===== src/rtl/shared_fifo_cfg.svh =====
`ifndef SHARED_FIFO_CFG_SVH
`define SHARED_FIFO_CFG_SVH

// ~~~~~~~~~~~~~~~~~~~~~~~~~~~~~~~~~~~~~~~~~~~~~~~~~~
// buffer sizing
// ~~~~~~~~~~~~~~~~~~~~~~~~~~~~~~~~~~~~~~~~~~~~~~~~~~

`define SF_NUM_FIFOS 4  // logical fifos sharing the pool.
`define SF_DEPTH     16 // shared data slots.
`define SF_WIDTH     8  // payload bits.

`endif


===== src/rtl/shared_fifo_pkg.sv =====
`default_nettype none

package shared_fifo_pkg;

  `include "shared_fifo_cfg.svh"

  localparam int FIFO_ID_W = $clog2(`SF_NUM_FIFOS);
  localparam int ADDR_W    = $clog2(`SF_DEPTH);
  localparam int COUNT_W   = ADDR_W + 1; // holds 0..SF_DEPTH.

  typedef logic [FIFO_ID_W-1:0] fifo_id_t;
  typedef logic [ADDR_W-1:0]    addr_t;
  typedef logic [COUNT_W-1:0]   count_t;
  typedef logic [`SF_WIDTH-1:0] data_t;

endpackage

`default_nettype wire


===== src/rtl/shared_fifo.sv =====
`timescale 1ns/1ps
`default_nettype none

`include "shared_fifo_cfg.svh"

module shared_fifo (
  input  wire                                        clk,
  input  wire                                        rst,

  input  wire                                        push_valid,
  output logic                                       push_ready,
  input  shared_fifo_pkg::data_t                     push_data,
  input  shared_fifo_pkg::fifo_id_t                  push_fifo_id,

  output logic [`SF_NUM_FIFOS-1:0]                   pop_valid,
  input  wire  [`SF_NUM_FIFOS-1:0]                   pop_ready,
  output shared_fifo_pkg::data_t [`SF_NUM_FIFOS-1:0] pop_data
);

  logic                   alloc_take;
  shared_fifo_pkg::addr_t alloc_addr;
  logic                   free_valid;
  shared_fifo_pkg::addr_t free_addr;

  logic                   data_we;
  shared_fifo_pkg::addr_t data_waddr;
  shared_fifo_pkg::data_t data_wdata;
  logic                   next_we;
  shared_fifo_pkg::addr_t next_waddr;
  shared_fifo_pkg::addr_t next_wdata;

  logic                   rd_en;
  shared_fifo_pkg::addr_t rd_addr;
  shared_fifo_pkg::data_t rd_data;
  shared_fifo_pkg::addr_t rd_next;

  // push_ready is the pool's availability flag.
  shared_fifo_free_pool free_pool_i (
    .clk        (clk),
    .rst        (rst),
    .alloc_take (alloc_take),
    .alloc_addr (alloc_addr),
    .alloc_avail(push_ready),
    .free_valid (free_valid),
    .free_addr  (free_addr),
    .used_count ()
  );

  shared_fifo_ram #(
    .payload_t(shared_fifo_pkg::data_t),
    .depth    (`SF_DEPTH)
  ) data_ram_i (
    .clk  (clk),
    .we   (data_we),
    .waddr(data_waddr),
    .wdata(data_wdata),
    .re   (rd_en),
    .raddr(rd_addr),
    .rdata(rd_data)
  );

  shared_fifo_ram #(
    .payload_t(shared_fifo_pkg::addr_t),
    .depth    (`SF_DEPTH)
  ) next_ram_i (
    .clk  (clk),
    .we   (next_we),
    .waddr(next_waddr),
    .wdata(next_wdata),
    .re   (rd_en),
    .raddr(rd_addr),
    .rdata(rd_next)
  );

  shared_fifo_queue_ctrl queue_ctrl_i (
    .clk         (clk),
    .rst         (rst),
    .push_valid  (push_valid),
    .push_data   (push_data),
    .push_fifo_id(push_fifo_id),
    .alloc_addr  (alloc_addr),
    .alloc_avail (push_ready),
    .alloc_take  (alloc_take),
    .free_valid  (free_valid),
    .free_addr   (free_addr),
    .data_we     (data_we),
    .data_waddr  (data_waddr),
    .data_wdata  (data_wdata),
    .next_we     (next_we),
    .next_waddr  (next_waddr),
    .next_wdata  (next_wdata),
    .rd_en       (rd_en),
    .rd_addr     (rd_addr),
    .rd_data     (rd_data),
    .rd_next     (rd_next),
    .pop_valid   (pop_valid),
    .pop_ready   (pop_ready),
    .pop_data    (pop_data)
  );

endmodule

`default_nettype wire


===== src/rtl/shared_fifo_free_pool.sv =====
`timescale 1ns/1ps
`default_nettype none

`include "shared_fifo_cfg.svh"

module shared_fifo_free_pool (
  input  wire                      clk,
  input  wire                      rst,

  input  wire                      alloc_take,
  output shared_fifo_pkg::addr_t   alloc_addr,
  output logic                     alloc_avail,

  input  wire                      free_valid,
  input  shared_fifo_pkg::addr_t   free_addr,

  output shared_fifo_pkg::count_t  used_count
);

  localparam int DEPTH = `SF_DEPTH;

  logic [DEPTH-1:0] free_q; // one bit per slot that is set while free.

  // ~~~~~~~~~~~~~~~~~~~~~~~~~~~~~~~~~~~~~~~~~~~~~~~~~~
  // allocation offer
  // ~~~~~~~~~~~~~~~~~~~~~~~~~~~~~~~~~~~~~~~~~~~~~~~~~~

  always_comb begin
    alloc_addr = '0;
    for (int i = DEPTH - 1; i >= 0; i--) begin
      if (free_q[i]) begin
        alloc_addr = shared_fifo_pkg::addr_t'(i); // lowest index wins.
      end
    end
  end

  assign alloc_avail = (used_count != shared_fifo_pkg::count_t'(DEPTH));

  // ~~~~~~~~~~~~~~~~~~~~~~~~~~~~~~~~~~~~~~~~~~~~~~~~~~
  // bitmap and count
  // ~~~~~~~~~~~~~~~~~~~~~~~~~~~~~~~~~~~~~~~~~~~~~~~~~~

  always_ff @(posedge clk) begin
    if (rst) begin
      free_q     <= '1;
      used_count <= '0;
    end else begin
      // take and release never hit the same slot.
      if (alloc_take) begin
        free_q[alloc_addr] <= 1'b0;
      end
      if (free_valid) begin
        free_q[free_addr] <= 1'b1;
      end
      case ({alloc_take, free_valid})
        2'b10:   used_count <= used_count + 1'b1;
        2'b01:   used_count <= used_count - 1'b1;
        default: used_count <= used_count;
      endcase
    end
  end

  a_take_when_avail: assert property (
    @(posedge clk) disable iff (rst)
    alloc_take |-> alloc_avail && free_q[alloc_addr]
  );

  a_release_held_slot: assert property (
    @(posedge clk) disable iff (rst)
    free_valid |-> !free_q[free_addr]
  );

endmodule

`default_nettype wire


===== src/rtl/shared_fifo_queue_ctrl.sv =====
`timescale 1ns/1ps
`default_nettype none

`include "shared_fifo_cfg.svh"

module shared_fifo_queue_ctrl (
  input  wire                                        clk,
  input  wire                                        rst,

  input  wire                                        push_valid,
  input  shared_fifo_pkg::data_t                     push_data,
  input  shared_fifo_pkg::fifo_id_t                  push_fifo_id,

  input  shared_fifo_pkg::addr_t                     alloc_addr,
  input  wire                                        alloc_avail,
  output logic                                       alloc_take,

  output logic                                       free_valid,
  output shared_fifo_pkg::addr_t                     free_addr,

  output logic                                       data_we,
  output shared_fifo_pkg::addr_t                     data_waddr,
  output shared_fifo_pkg::data_t                     data_wdata,

  output logic                                       next_we,
  output shared_fifo_pkg::addr_t                     next_waddr,
  output shared_fifo_pkg::addr_t                     next_wdata,

  output logic                                       rd_en,
  output shared_fifo_pkg::addr_t                     rd_addr,
  input  shared_fifo_pkg::data_t                     rd_data,
  input  shared_fifo_pkg::addr_t                     rd_next,

  output logic [`SF_NUM_FIFOS-1:0]                   pop_valid,
  input  wire  [`SF_NUM_FIFOS-1:0]                   pop_ready,
  output shared_fifo_pkg::data_t [`SF_NUM_FIFOS-1:0] pop_data
);

  localparam int NF = `SF_NUM_FIFOS;

  typedef enum logic [1:0] {
    ST_EMPTY,
    ST_LOADING,
    ST_FULL
  } stage_state_t;

  // per fifo list and stage state.
  shared_fifo_pkg::addr_t  tail_q       [NF];
  shared_fifo_pkg::addr_t  rptr_q       [NF];
  shared_fifo_pkg::count_t unread_q     [NF];
  stage_state_t            state_q      [NF];
  shared_fifo_pkg::data_t  stage_data_q [NF];
  shared_fifo_pkg::addr_t  stage_slot_q [NF];
  shared_fifo_pkg::addr_t  pend_addr_q  [NF];
  logic [NF-1:0]           pend_q;       // popped slot still waiting for release.

  shared_fifo_pkg::fifo_id_t rr_q;
  shared_fifo_pkg::fifo_id_t rel_rr_q;
  shared_fifo_pkg::fifo_id_t grant_id;
  shared_fifo_pkg::fifo_id_t rel_id;
  logic                      rd_last_q;  // in-flight read took the last unread entry.

  logic [NF-1:0] push_hit;
  logic [NF-1:0] rd_hit;
  logic [NF-1:0] list_empty;
  logic [NF-1:0] eligible;
  logic [NF-1:0] pop_fire;
  logic [NF-1:0] rel_req;
  logic [NF-1:0] rel_grant;

  // first requester from start onward with wraparound.
  function automatic shared_fifo_pkg::fifo_id_t rr_pick(input logic [NF-1:0] req,
                                                        input shared_fifo_pkg::fifo_id_t start);
    shared_fifo_pkg::fifo_id_t pick;
    int unsigned               idx;
    pick = start;
    for (int k = NF - 1; k >= 0; k--) begin
      idx = (int'(start) + k) % NF;
      if (req[idx]) begin
        pick = shared_fifo_pkg::fifo_id_t'(idx);
      end
    end
    return pick;
  endfunction

  function automatic shared_fifo_pkg::fifo_id_t rr_next(input shared_fifo_pkg::fifo_id_t id);
    return (int'(id) == NF - 1) ? '0 : id + 1'b1;
  endfunction

  // ~~~~~~~~~~~~~~~~~~~~~~~~~~~~~~~~~~~~~~~~~~~~~~~~~~
  // push, refill and release decisions
  // ~~~~~~~~~~~~~~~~~~~~~~~~~~~~~~~~~~~~~~~~~~~~~~~~~~

  assign alloc_take = push_valid && alloc_avail;

  always_comb begin
    for (int f = 0; f < NF; f++) begin
      pop_valid[f] = (state_q[f] == ST_FULL) && !pend_q[f];
      pop_data[f]  = stage_data_q[f];
      pop_fire[f]  = pop_valid[f] && pop_ready[f];
      eligible[f]  = (unread_q[f] != '0) && ((state_q[f] == ST_EMPTY) || pop_fire[f]);
      push_hit[f]  = alloc_take && (push_fifo_id == shared_fifo_pkg::fifo_id_t'(f));
      rel_req[f]   = pend_q[f] || pop_fire[f];
    end
  end

  assign rd_en    = |eligible;
  assign grant_id = rr_pick(eligible, rr_q);
  assign rd_addr  = rptr_q[grant_id];

  always_comb begin
    for (int f = 0; f < NF; f++) begin
      rd_hit[f] = rd_en && (grant_id == shared_fifo_pkg::fifo_id_t'(f));
      // the last unread entry leaving now counts as an empty list.
      list_empty[f] = (unread_q[f] == '0) ||
                      ((unread_q[f] == shared_fifo_pkg::count_t'(1)) && rd_hit[f]);
    end
  end

  assign data_we    = alloc_take;
  assign data_waddr = alloc_addr;
  assign data_wdata = push_data;

  assign next_we    = alloc_take && !list_empty[push_fifo_id];
  assign next_waddr = tail_q[push_fifo_id];
  assign next_wdata = alloc_addr;

  assign free_valid = |rel_req;
  assign rel_id     = rr_pick(rel_req, rel_rr_q);
  assign free_addr  = pend_q[rel_id] ? pend_addr_q[rel_id] : stage_slot_q[rel_id];

  always_comb begin
    for (int f = 0; f < NF; f++) begin
      rel_grant[f] = free_valid && (rel_id == shared_fifo_pkg::fifo_id_t'(f));
    end
  end

  // ~~~~~~~~~~~~~~~~~~~~~~~~~~~~~~~~~~~~~~~~~~~~~~~~~~
  // control state
  // ~~~~~~~~~~~~~~~~~~~~~~~~~~~~~~~~~~~~~~~~~~~~~~~~~~

  always_ff @(posedge clk) begin
    if (rst) begin
      for (int f = 0; f < NF; f++) begin
        unread_q[f] <= '0;
        state_q[f]  <= ST_EMPTY;
      end
      pend_q    <= '0;
      rr_q      <= '0;
      rel_rr_q  <= '0;
      rd_last_q <= 1'b0;
    end else begin
      for (int f = 0; f < NF; f++) begin
        case ({push_hit[f], rd_hit[f]})
          2'b10:   unread_q[f] <= unread_q[f] + 1'b1;
          2'b01:   unread_q[f] <= unread_q[f] - 1'b1;
          default: unread_q[f] <= unread_q[f];
        endcase

        case (state_q[f])
          ST_EMPTY:   if (rd_hit[f]) state_q[f] <= ST_LOADING;
          ST_LOADING: state_q[f] <= ST_FULL; // read data lands this cycle.
          ST_FULL:    if (pop_fire[f]) state_q[f] <= rd_hit[f] ? ST_LOADING : ST_EMPTY;
          default:    state_q[f] <= ST_EMPTY;
        endcase

        if (rel_grant[f]) begin
          pend_q[f] <= 1'b0;
        end else if (pop_fire[f]) begin
          pend_q[f] <= 1'b1;
        end
      end

      if (rd_en) begin
        rr_q      <= rr_next(grant_id);
        rd_last_q <= (unread_q[grant_id] == shared_fifo_pkg::count_t'(1));
      end
      if (free_valid) begin
        rel_rr_q <= rr_next(rel_id);
      end
    end
  end

  // ~~~~~~~~~~~~~~~~~~~~~~~~~~~~~~~~~~~~~~~~~~~~~~~~~~
  // pointers and stage payload
  // ~~~~~~~~~~~~~~~~~~~~~~~~~~~~~~~~~~~~~~~~~~~~~~~~~~

  always_ff @(posedge clk) begin
    for (int f = 0; f < NF; f++) begin
      if (push_hit[f]) begin
        tail_q[f] <= alloc_addr;
      end
      if (push_hit[f] && list_empty[f]) begin
        rptr_q[f] <= alloc_addr; // next pointer of the old tail is never read.
      end else if ((state_q[f] == ST_LOADING) && !rd_last_q) begin
        rptr_q[f] <= rd_next;
      end
      if (rd_hit[f]) begin
        stage_slot_q[f] <= rd_addr;
      end
      if (state_q[f] == ST_LOADING) begin
        stage_data_q[f] <= rd_data;
      end
      if (pop_fire[f] && !rel_grant[f]) begin
        pend_addr_q[f] <= stage_slot_q[f];
      end
    end
  end

  // a loading stage presents the word just read on the next cycle.
  for (genvar g = 0; g < NF; g++) begin : g_stage_chk
    a_load_to_full: assert property (
      @(posedge clk) disable iff (rst)
      (state_q[g] == ST_LOADING) |=>
        (pop_valid[g] || pend_q[g]) && (pop_data[g] == $past(rd_data))
    );
  end

endmodule

`default_nettype wire


===== src/rtl/shared_fifo_ram.sv =====
`timescale 1ns/1ps
`default_nettype none

module shared_fifo_ram #(
  parameter type payload_t = logic,
  parameter int  depth     = 16
) (
  input  wire                      clk,

  input  wire                      we,
  input  shared_fifo_pkg::addr_t   waddr,
  input  payload_t                 wdata,

  input  wire                      re,
  input  shared_fifo_pkg::addr_t   raddr,
  output payload_t                 rdata
);

  payload_t mem [depth];

  always_ff @(posedge clk) begin
    if (we) begin
      mem[waddr] <= wdata;
    end
  end

  // read returns the old word on a same-edge write to raddr.
  always_ff @(posedge clk) begin
    if (re) begin
      rdata <= mem[raddr];
    end
  end

endmodule

`default_nettype wire


===== config.mk =====
export PLATFORM = sky130hd
export DESIGN_NAME = shared_fifo
export DESIGN_NICKNAME = d
export VERILOG_FILES = /design/src/rtl/shared_fifo_pkg.sv /design/src/rtl/shared_fifo.sv /design/src/rtl/shared_fifo_free_pool.sv /design/src/rtl/shared_fifo_queue_ctrl.sv /design/src/rtl/shared_fifo_ram.sv
export VERILOG_INCLUDE_DIRS = /design/src /design/src/rtl
export SDC_FILE = /design/constraint.sdc
export NUM_CORES = 1
export LEC_CHECK = 0
export ABC_CLOCK_PERIOD_IN_PS = 7550
export BUFFER_PORTS_ARGS = -buffer_cell sky130_fd_sc_hd__buf_2
export CAP_MARGIN = 0
export CORE_MARGIN = 4
export CORE_UTILIZATION = 57
export DETAILED_ROUTE_END_ITERATION = 8
export GPL_ROUTABILITY_DRIVEN = 0
export PLACE_DENSITY = 0.74
export REMOVE_ABC_BUFFERS = 1
export SLEW_MARGIN = 10
export SYNTH_ARGS = -nofsm -noshare
export SYNTH_HDL_FRONTEND = slang
export SYNTH_SLANG_ARGS = --single-unit

===== constraint.sdc =====
create_clock -name clk -period 7.55 [get_ports clk]
set_input_delay 0 -clock clk [delete_from_list [all_inputs] [get_ports clk]]
set_output_delay 0 -clock clk [all_outputs]
set_load 0.005 [all_outputs]

==> metrics.txt, run 1 <==
Synth cell types=65; power per cell area=477.7 mW/mm^2; Post-synth EDFFs=328; Initial Util=0.5766; Peak Freq=208.6 MHz; Final Hold Viols=0; vias in the first global route=8,814; RSZ-0062 raised after global routing=no; Max FO, Critical Path=9; final setup fails=0; post-synthesis mux area share=0.1168; pre-CTS setup slack=2.929 ns; Post-DP HPWL=21,220 um; Synth Area in Simple Gates=0.07733; cell count after synthesis=973; vias post-DR=8,659; ys async rst share=0; total global-route track usage=0.2165; setup bufs post-CTS=0; Post-synth top cells=328 x edfxtp_1, 84 x nor2_1, 63 x mux4_2, 50 x inv_1, 45 x nand2_1; Clk pin slew, worst setup/hold paths=0.06 ns; Compound-Gate Fraction of Synth Area=0.06502; Adder-Cell Fraction of Synth Area=0.03045; Synth area leader=edfxtp_1; post-route insts no fill=1,416; Syn-to-layout area delta=12.28%; Die Y=172.7 um; ys flop type=edfxtp_1; Core Region=0.02680 sq mm; Post-CTS Hold Fix Bufs=12; first-pass GRT wire length=50,590 um; Rel. slew slack=0.2476; # DRC=0; TNS Setup=0 ns; fin util=0.6473; layout cell share with drive strength beyond 1=0.1991; startpoint types=flop; crit end category=flop; share of the synthesized area in the top cell type=0.6374; CTS tree=yes; GR Overflow Total=0; worst min path class=in2reg; Max-Cap Viols=0; DR iter-0 viols=780; ANT cells=0; Clk Latency, worst-skew pair=0.52 ns; CTS Buf Count=36; Pleak=6.218 nW; Max H-tree Level=2; synth top area cells=edfxtp_1 64%, mux4_2 9.2%, dfxtp_1 3.9%; Core Rows=60; WS Path Type=reg2reg; chip width=172.7 um; main combinational cell family by area after synthesis=multiplexers; first-pass iteration count of the detailed router=5; Pins Over Slew Limit=0; warnings from Yosys=0; crit share post-route=0.6349; die area=0.02981 sq mm; most instantiated library cell after synthesis=edfxtp_1; Req. time, crit path=7.72 ns; CTS Sinks=358; CP Data Arrival Time=4.96 ns; maximum root-to-sink buffer count=3; vias per inst=6.115; syn_area_per_cell=15.88 sq um; # resized after CTS=0; # placed instances=1,343; routed wire length=31,750 um; transition time at the pin with the least slew margin=1.126 ns; peak supply drop=0.0006060 V; fin crit period=4.793 ns; largest net degree at the start of global routing=57; number of synthesized register bits=358; IO Count=54; outcome=finished, final reports clean; initial antenna violation count=0; DR WL/cell=22.43 um; nets@finish=1,106; Post-Syn Area=0.01545 sq mm; Post-DRT Antenna Nets=0; Synth Area in XOR/XNOR=0.01020; worst setup margin=2.757 ns; root buffer cell=clkbuf_16; # port buffers=53; Fin Clk Skew=0.02188 ns; Seq/Total Area, Yosys=0.6763
[registers in the layout, summed over array words and instances (netlist names)]
name / flops
data_ram_i.mem: 128
data_ram_i.rdata: 8
free_pool_i.free_q: 16
free_pool_i.used_count: 5
next_ram_i.mem: 64
next_ram_i.rdata: 4
queue_ctrl_i.pend_addr_q: 16
queue_ctrl_i.pend_q: 4
queue_ctrl_i.rd_last_q: 1
queue_ctrl_i.rel_rr_q: 2
queue_ctrl_i.rptr_q: 16
queue_ctrl_i.rr_q: 2
queue_ctrl_i.stage_data_q: 32
queue_ctrl_i.stage_slot_q: 16
queue_ctrl_i.state_q: 8
queue_ctrl_i.tail_q: 16
queue_ctrl_i.unread_q: 20
[cell type report]
cell class                      count  area, sq um
Inverter                           52        195.2
Timing Repair Buffer               75        460.4
Clock inverter                     24        256.5
Sequential cell                   358        10450
Tap cell                          341        426.7
Fill cell                        1832         9452
Clock buffer                       37        904.6
Multi-Input combinational cell    529         4656
[power breakdown]
part	internal (W)	switching [W]	total (W)
clock network	0.00104	0.000716	0.00176
logic	0.00153	0.00203	0.00356
registers	0.00274	0.000235	0.00297
[critical path, stage by stage (launching register included)]
cell,delay [ns]
edfxtp_1,0.46
inv_1,0.15
ha_1,0.19
nor4b_1,0.54
a211o_1,0.22
a21oi_1,0.07
o21ai_0,0.17
o211a_1,0.46
inv_1,0.13
ha_1,0.23
a31oi_1,0.17
nor3_1,0.08
or4_1,0.60
nor2_1,0.32
nand3b_1,0.21
nor2_1,0.43
[final timing paths]
kind | start | slack [ns] | cells past startpoint | end
setup reg to reg | queue_ctrl_i.unread_q[2][0] | 2.76 | 15 | next_ram_i.mem[10][0]
hold reg to reg | queue_ctrl_i.stage_slot_q[0][3] | 0.44 | 0 | queue_ctrl_i.pend_addr_q[0][3]
hold / removal | rst | 0.06 | 3 | free_pool_i.used_count[3]
setup / recovery | queue_ctrl_i.unread_q[2][0] | 2.76 | 15 | next_ram_i.mem[10][0]
[metrics by stage]
step	cell area [sq um]	hold WS [ns]	power [W]
2_1_floorplan	15280	0.06907	0.005600
3_3_place_gp	16070	0.3671	0.006456
3_5_place_dp	16070	0.3849	0.006549
4_1_cts	17350	0.04127	0.008336
5_1_grt	17350	0.09158	0.008785
6_report	17350	0.06261	0.008288
[cell usage in the layout, fill, tap and decap left out, drive strengths merged, types with 27 or more instances in the layout]
cell type,instances
a21oi,27
nor2,84
ha,36
dfxtp,30
inv,51
nand2,45
mux4,63
clkbuf,37
edfxtp,328
buf,63
[kinds of logic after synthesis]
group                      Yosys count
DFF                                358
and+or+nand+nor                    241
AOI/OAI and AO/OA                  134
muxes                               99
buffers and inverters               86
adders and majority gates           37
xor gates and xnor gates            18
[metal layers]
| layer | up-vias | track usage | wire (um) |
|---|---|---|---|
| met2 | 293 | 0.3673 | 16050 |
| met4 | 0 | 0.05687 | 629 |
| met5 | - | 0 | 0 |
| met1 | 4379 | 0.2980 | 13110 |
| met3 | 47 | 0.03454 | 1964 |
| li1 | 3940 | - | - |
No activity file was read; power rests on OpenSTA's default activity.
==> run 2, diff against run 1 <==
--- a/config.mk
+++ b/config.mk
@@ -6,7 +6,8 @@
 export SDC_FILE = /design/constraint.sdc
 export NUM_CORES = 1
 export LEC_CHECK = 0
-export ABC_CLOCK_PERIOD_IN_PS = 7550
+export ABC_AREA = 1
+export ABC_CLOCK_PERIOD_IN_PS = 5000
 export BUFFER_PORTS_ARGS = -buffer_cell sky130_fd_sc_hd__buf_2
 export CAP_MARGIN = 0
 export CORE_MARGIN = 4
==> constraint.sdc (replaced) <==
create_clock -name clk -period 5 [get_ports clk]
set_input_delay 0 -clock clk [delete_from_list [all_inputs] [get_ports clk]]
set_output_delay 0 -clock clk [all_outputs]
set_load 0.005 [all_outputs]
==> run 2 against run 1 <==
  * Cell area rose by 9.4%
  * First-iteration DRC count increased by 64%
  * Sequential share of layout area shrank 5.2 points
  * Clock skew shrank 0.0054 ns
  * Via count grew 43%
  * Die area up 11%
  * Global-route usage rose by 1.6 points
  * Routed wire length grew 22%
  * Critical path type unchanged
  * Critical endpoint is now queue_ctrl_i.unread_q[2][2]
==> metrics.txt, run 2 <==
Die Y=181.8 um; share of the synthesized area in the top cell type=0.5719; hold depth=2; ys async rst share=0; Synth Area in XOR/XNOR=0.006611; worst stage delay on the critical path=0.66 ns; worst min path class=in2reg; fin crit period=4.207 ns; worst path buffer plus inverter count=3; synth top area cells=edfxtp_1 57%, nand2_1 9.0%, nand3_1 7.1%; Max FO, Critical Path=17; DR WL/cell=17.32 um; vias in the first global route=12,110; Seq/Total Area, Yosys=0.6068; Adder-Cell Fraction of Synth Area=0.02732; HP Start=rst; Biggest register=data_ram_i.mem; largest net degree at the start of global routing=60; Compound-Gate Fraction of Synth Area=0.04948; TNS Setup=0 ns; Synth cell types=55; Largest regs=data_ram_i.mem (128), next_ram_i.mem (64), queue_ctrl_i.stage_data_q (32); IO Count=54; Initial Util=0.5795; Largest register FFs=128; RSZ-0062 raised after global routing=no; reg2reg start=queue_ctrl_i.unread_q[0][0]; Synth Area in Simple Gates=0.2173; warnings from Yosys=0; Max-Cap Viols=0; most frequent CP cell=nand2_1; Req. time, crit path=5.17 ns; Post-DRT Antenna Nets=0; commonest non-fill, non-tap cell in the layout=nand2_1; ANT cells=0; final setup fails=0; Clk pin slew, worst setup/hold paths=0.06 ns; cell count after synthesis=1,764; Post-synth EDFFs=328; # port buffers=53; syn_area_per_cell=9.763 sq um; die area=0.03306 sq mm; Rel. slew slack=0.2577; R2R Setup Slk=0.79 ns; vias post-DR=12,340; FF+latch area=0.01045 sq mm; Fin Clk Skew=0.01646 ns; DR iter-0 viols=1,279; startpoint types=flop; Pins Over Slew Limit=0; Max H-tree Level=2; transition time at the pin with the least slew margin=1.109 ns; Final Hold Viols=0; reg2reg end=queue_ctrl_i.unread_q[2][2]; ys flop type=edfxtp_1; total global-route track usage=0.2330; Post-Syn Area=0.01722 sq mm; root buffer cell=clkbuf_16; outcome=finished, final reports clean; Syn-to-layout area delta=10.24%; Reg2Reg Depth=17; post-synthesis mux area share=0.0005812; # resized after CTS=0; crit share post-route=0.8415; Post-CTS Hold Fix Bufs=12; most frequent cells in the layout=413 x nand2_1, 328 x edfxtp_1, 306 x inv_1; CP max stage cell=o31ai_1; CP Cell Sequence=inv_1, ha_1, nand2_1, nand2_1, nand2_1, nand3_1, nand2_1, o21ai_4, nand3_4, nand2_4, inv_2, ha_1, nand2_1, inv_1, ha_1, o31ai_1, o21ai_0; main combinational cell family by area after synthesis=simple AND/OR/NAND/NOR gates; GR Overflow Total=0; chip width=181.8 um; # DRC=0; maximum root-to-sink buffer count=3; routed wire length=38,840 um; setup bufs post-CTS=0; fillers=2,273; CTS Sinks=358; Peak Freq=237.7 MHz; Post-synth top cells=414 x nand2_1, 328 x edfxtp_1, 306 x inv_1, 243 x nand3_1, 94 x nor2_1; Synth area leader=edfxtp_1; WS Path Type=reg2reg; initial antenna violation count=0; layout cell share with drive strength beyond 1=0.09341; first-pass iteration count of the detailed router=6; number of synthesized register bits=358; CTS tree=yes; Post-DP HPWL=25,790 um; crit end category=flop; CP Data Arrival Time=4.38 ns; area of the multi-input gates=0.005204 sq mm; Core Rows=63; most instantiated library cell after synthesis=nand2_1; crit-path leading delay family=compound AO/OA/AOI/OAI gates; CTS Buf Count=37; Clk Latency, worst-skew pair=0.53 ns; Hold Path Sink=queue_ctrl_i.state_q[0][5]; vias per inst=5.505; Core Region=0.02972 sq mm; nets@finish=1,883; first-pass GRT wire length=62,050 um
==> run 2: layout make-up <==
| cell class | instances | area share |
|---|---|---|
| Sequential cell | 358 | 0.5504 |
| Multi-Input combinational cell | 1024 | 0.2741 |
| Inverter | 325 | 0.06425 |
| Clock buffer | 45 | 0.05088 |
| Timing Repair Buffer | 83 | 0.02807 |
| Tap cell | 390 | 0.02570 |
| Clock inverter | 17 | 0.006590 |
==> run 2: logic make-up after synthesis <==
group / Yosys count
flops: 358
buf+inv: 382
xor+xnor: 13
simple gates: 834
mux: 1
fa+ha+maj: 37
compound gates: 139
==> run 2: worst max-delay path by stage <==
stage / start / endpoint / slack [ns] / depth (start not counted)
4_1_cts: queue_ctrl_i.unread_q[0][0] / queue_ctrl_i.unread_q[2][2] / 0.86 / 17
5_1_grt: queue_ctrl_i.unread_q[0][0] / queue_ctrl_i.unread_q[2][3] / 0.52 / 17
2_1_floorplan: queue_ctrl_i.unread_q[3][0] / data_ram_i.rdata[0] / 1.19 / 19
6_report: queue_ctrl_i.unread_q[0][0] / queue_ctrl_i.unread_q[2][2] / 0.79 / 17
3_3_place_gp: queue_ctrl_i.unread_q[0][0] / queue_ctrl_i.unread_q[2][3] / 1.02 / 17
3_5_place_dp: queue_ctrl_i.unread_q[3][0] / queue_ctrl_i.unread_q[2][3] / 0.91 / 17
==> run 2: metal layers <==
| layer | vias up | track usage | routed length, um |
|---|---|---|---|
| met4 | 0 | 0.07926 | 1130 |
| met5 | - | 0 | 0 |
| met3 | 79 | 0.03345 | 2733 |
| met2 | 470 | 0.3888 | 18490 |
| met1 | 5846 | 0.3162 | 16490 |
| li1 | 5948 | - | - |
==> run 2: worst register-to-register path, cell delays in order, from the launching register on <==
cell and delay [ns]:
edfxtp_1 0.48, inv_1 0.15, ha_1 0.16, nand2_1 0.10, nand2_1 0.12, nand2_1 0.07
nand3_1 0.11, nand2_1 0.09, o21ai_4 0.17, nand3_4 0.14, nand2_4 0.20, inv_2 0.12
ha_1 0.20, nand2_1 0.19, inv_1 0.18, ha_1 0.26, o31ai_1 0.66, o21ai_0 0.44
==> run 2: metrics by stage <==
step / cell area [sq um] / hold slack [ns] / std cells / worst slack, ns / util
finish: 18990 / 0.01771 / 2242 / 0.7925 / 0.6389
global route: 18990 / 0.03201 / 2242 / 0.5233 / 0.6389
CTS: 18990 / 0.01379 / 2242 / 0.8604 / 0.6389
detailed placement: 17770 / 0.3927 / 2168 / 0.9146 / 0.5981
global placement: 17770 / 0.3932 / 2168 / 1.015 / 0.5981
floorplan: 16860 / 0.08839 / 1707 / 1.192 / -
Power of run 2 is left out: the tool's default activity adds up to more than one toggle a clock period on the data nets, which glitch-free logic cannot reach.
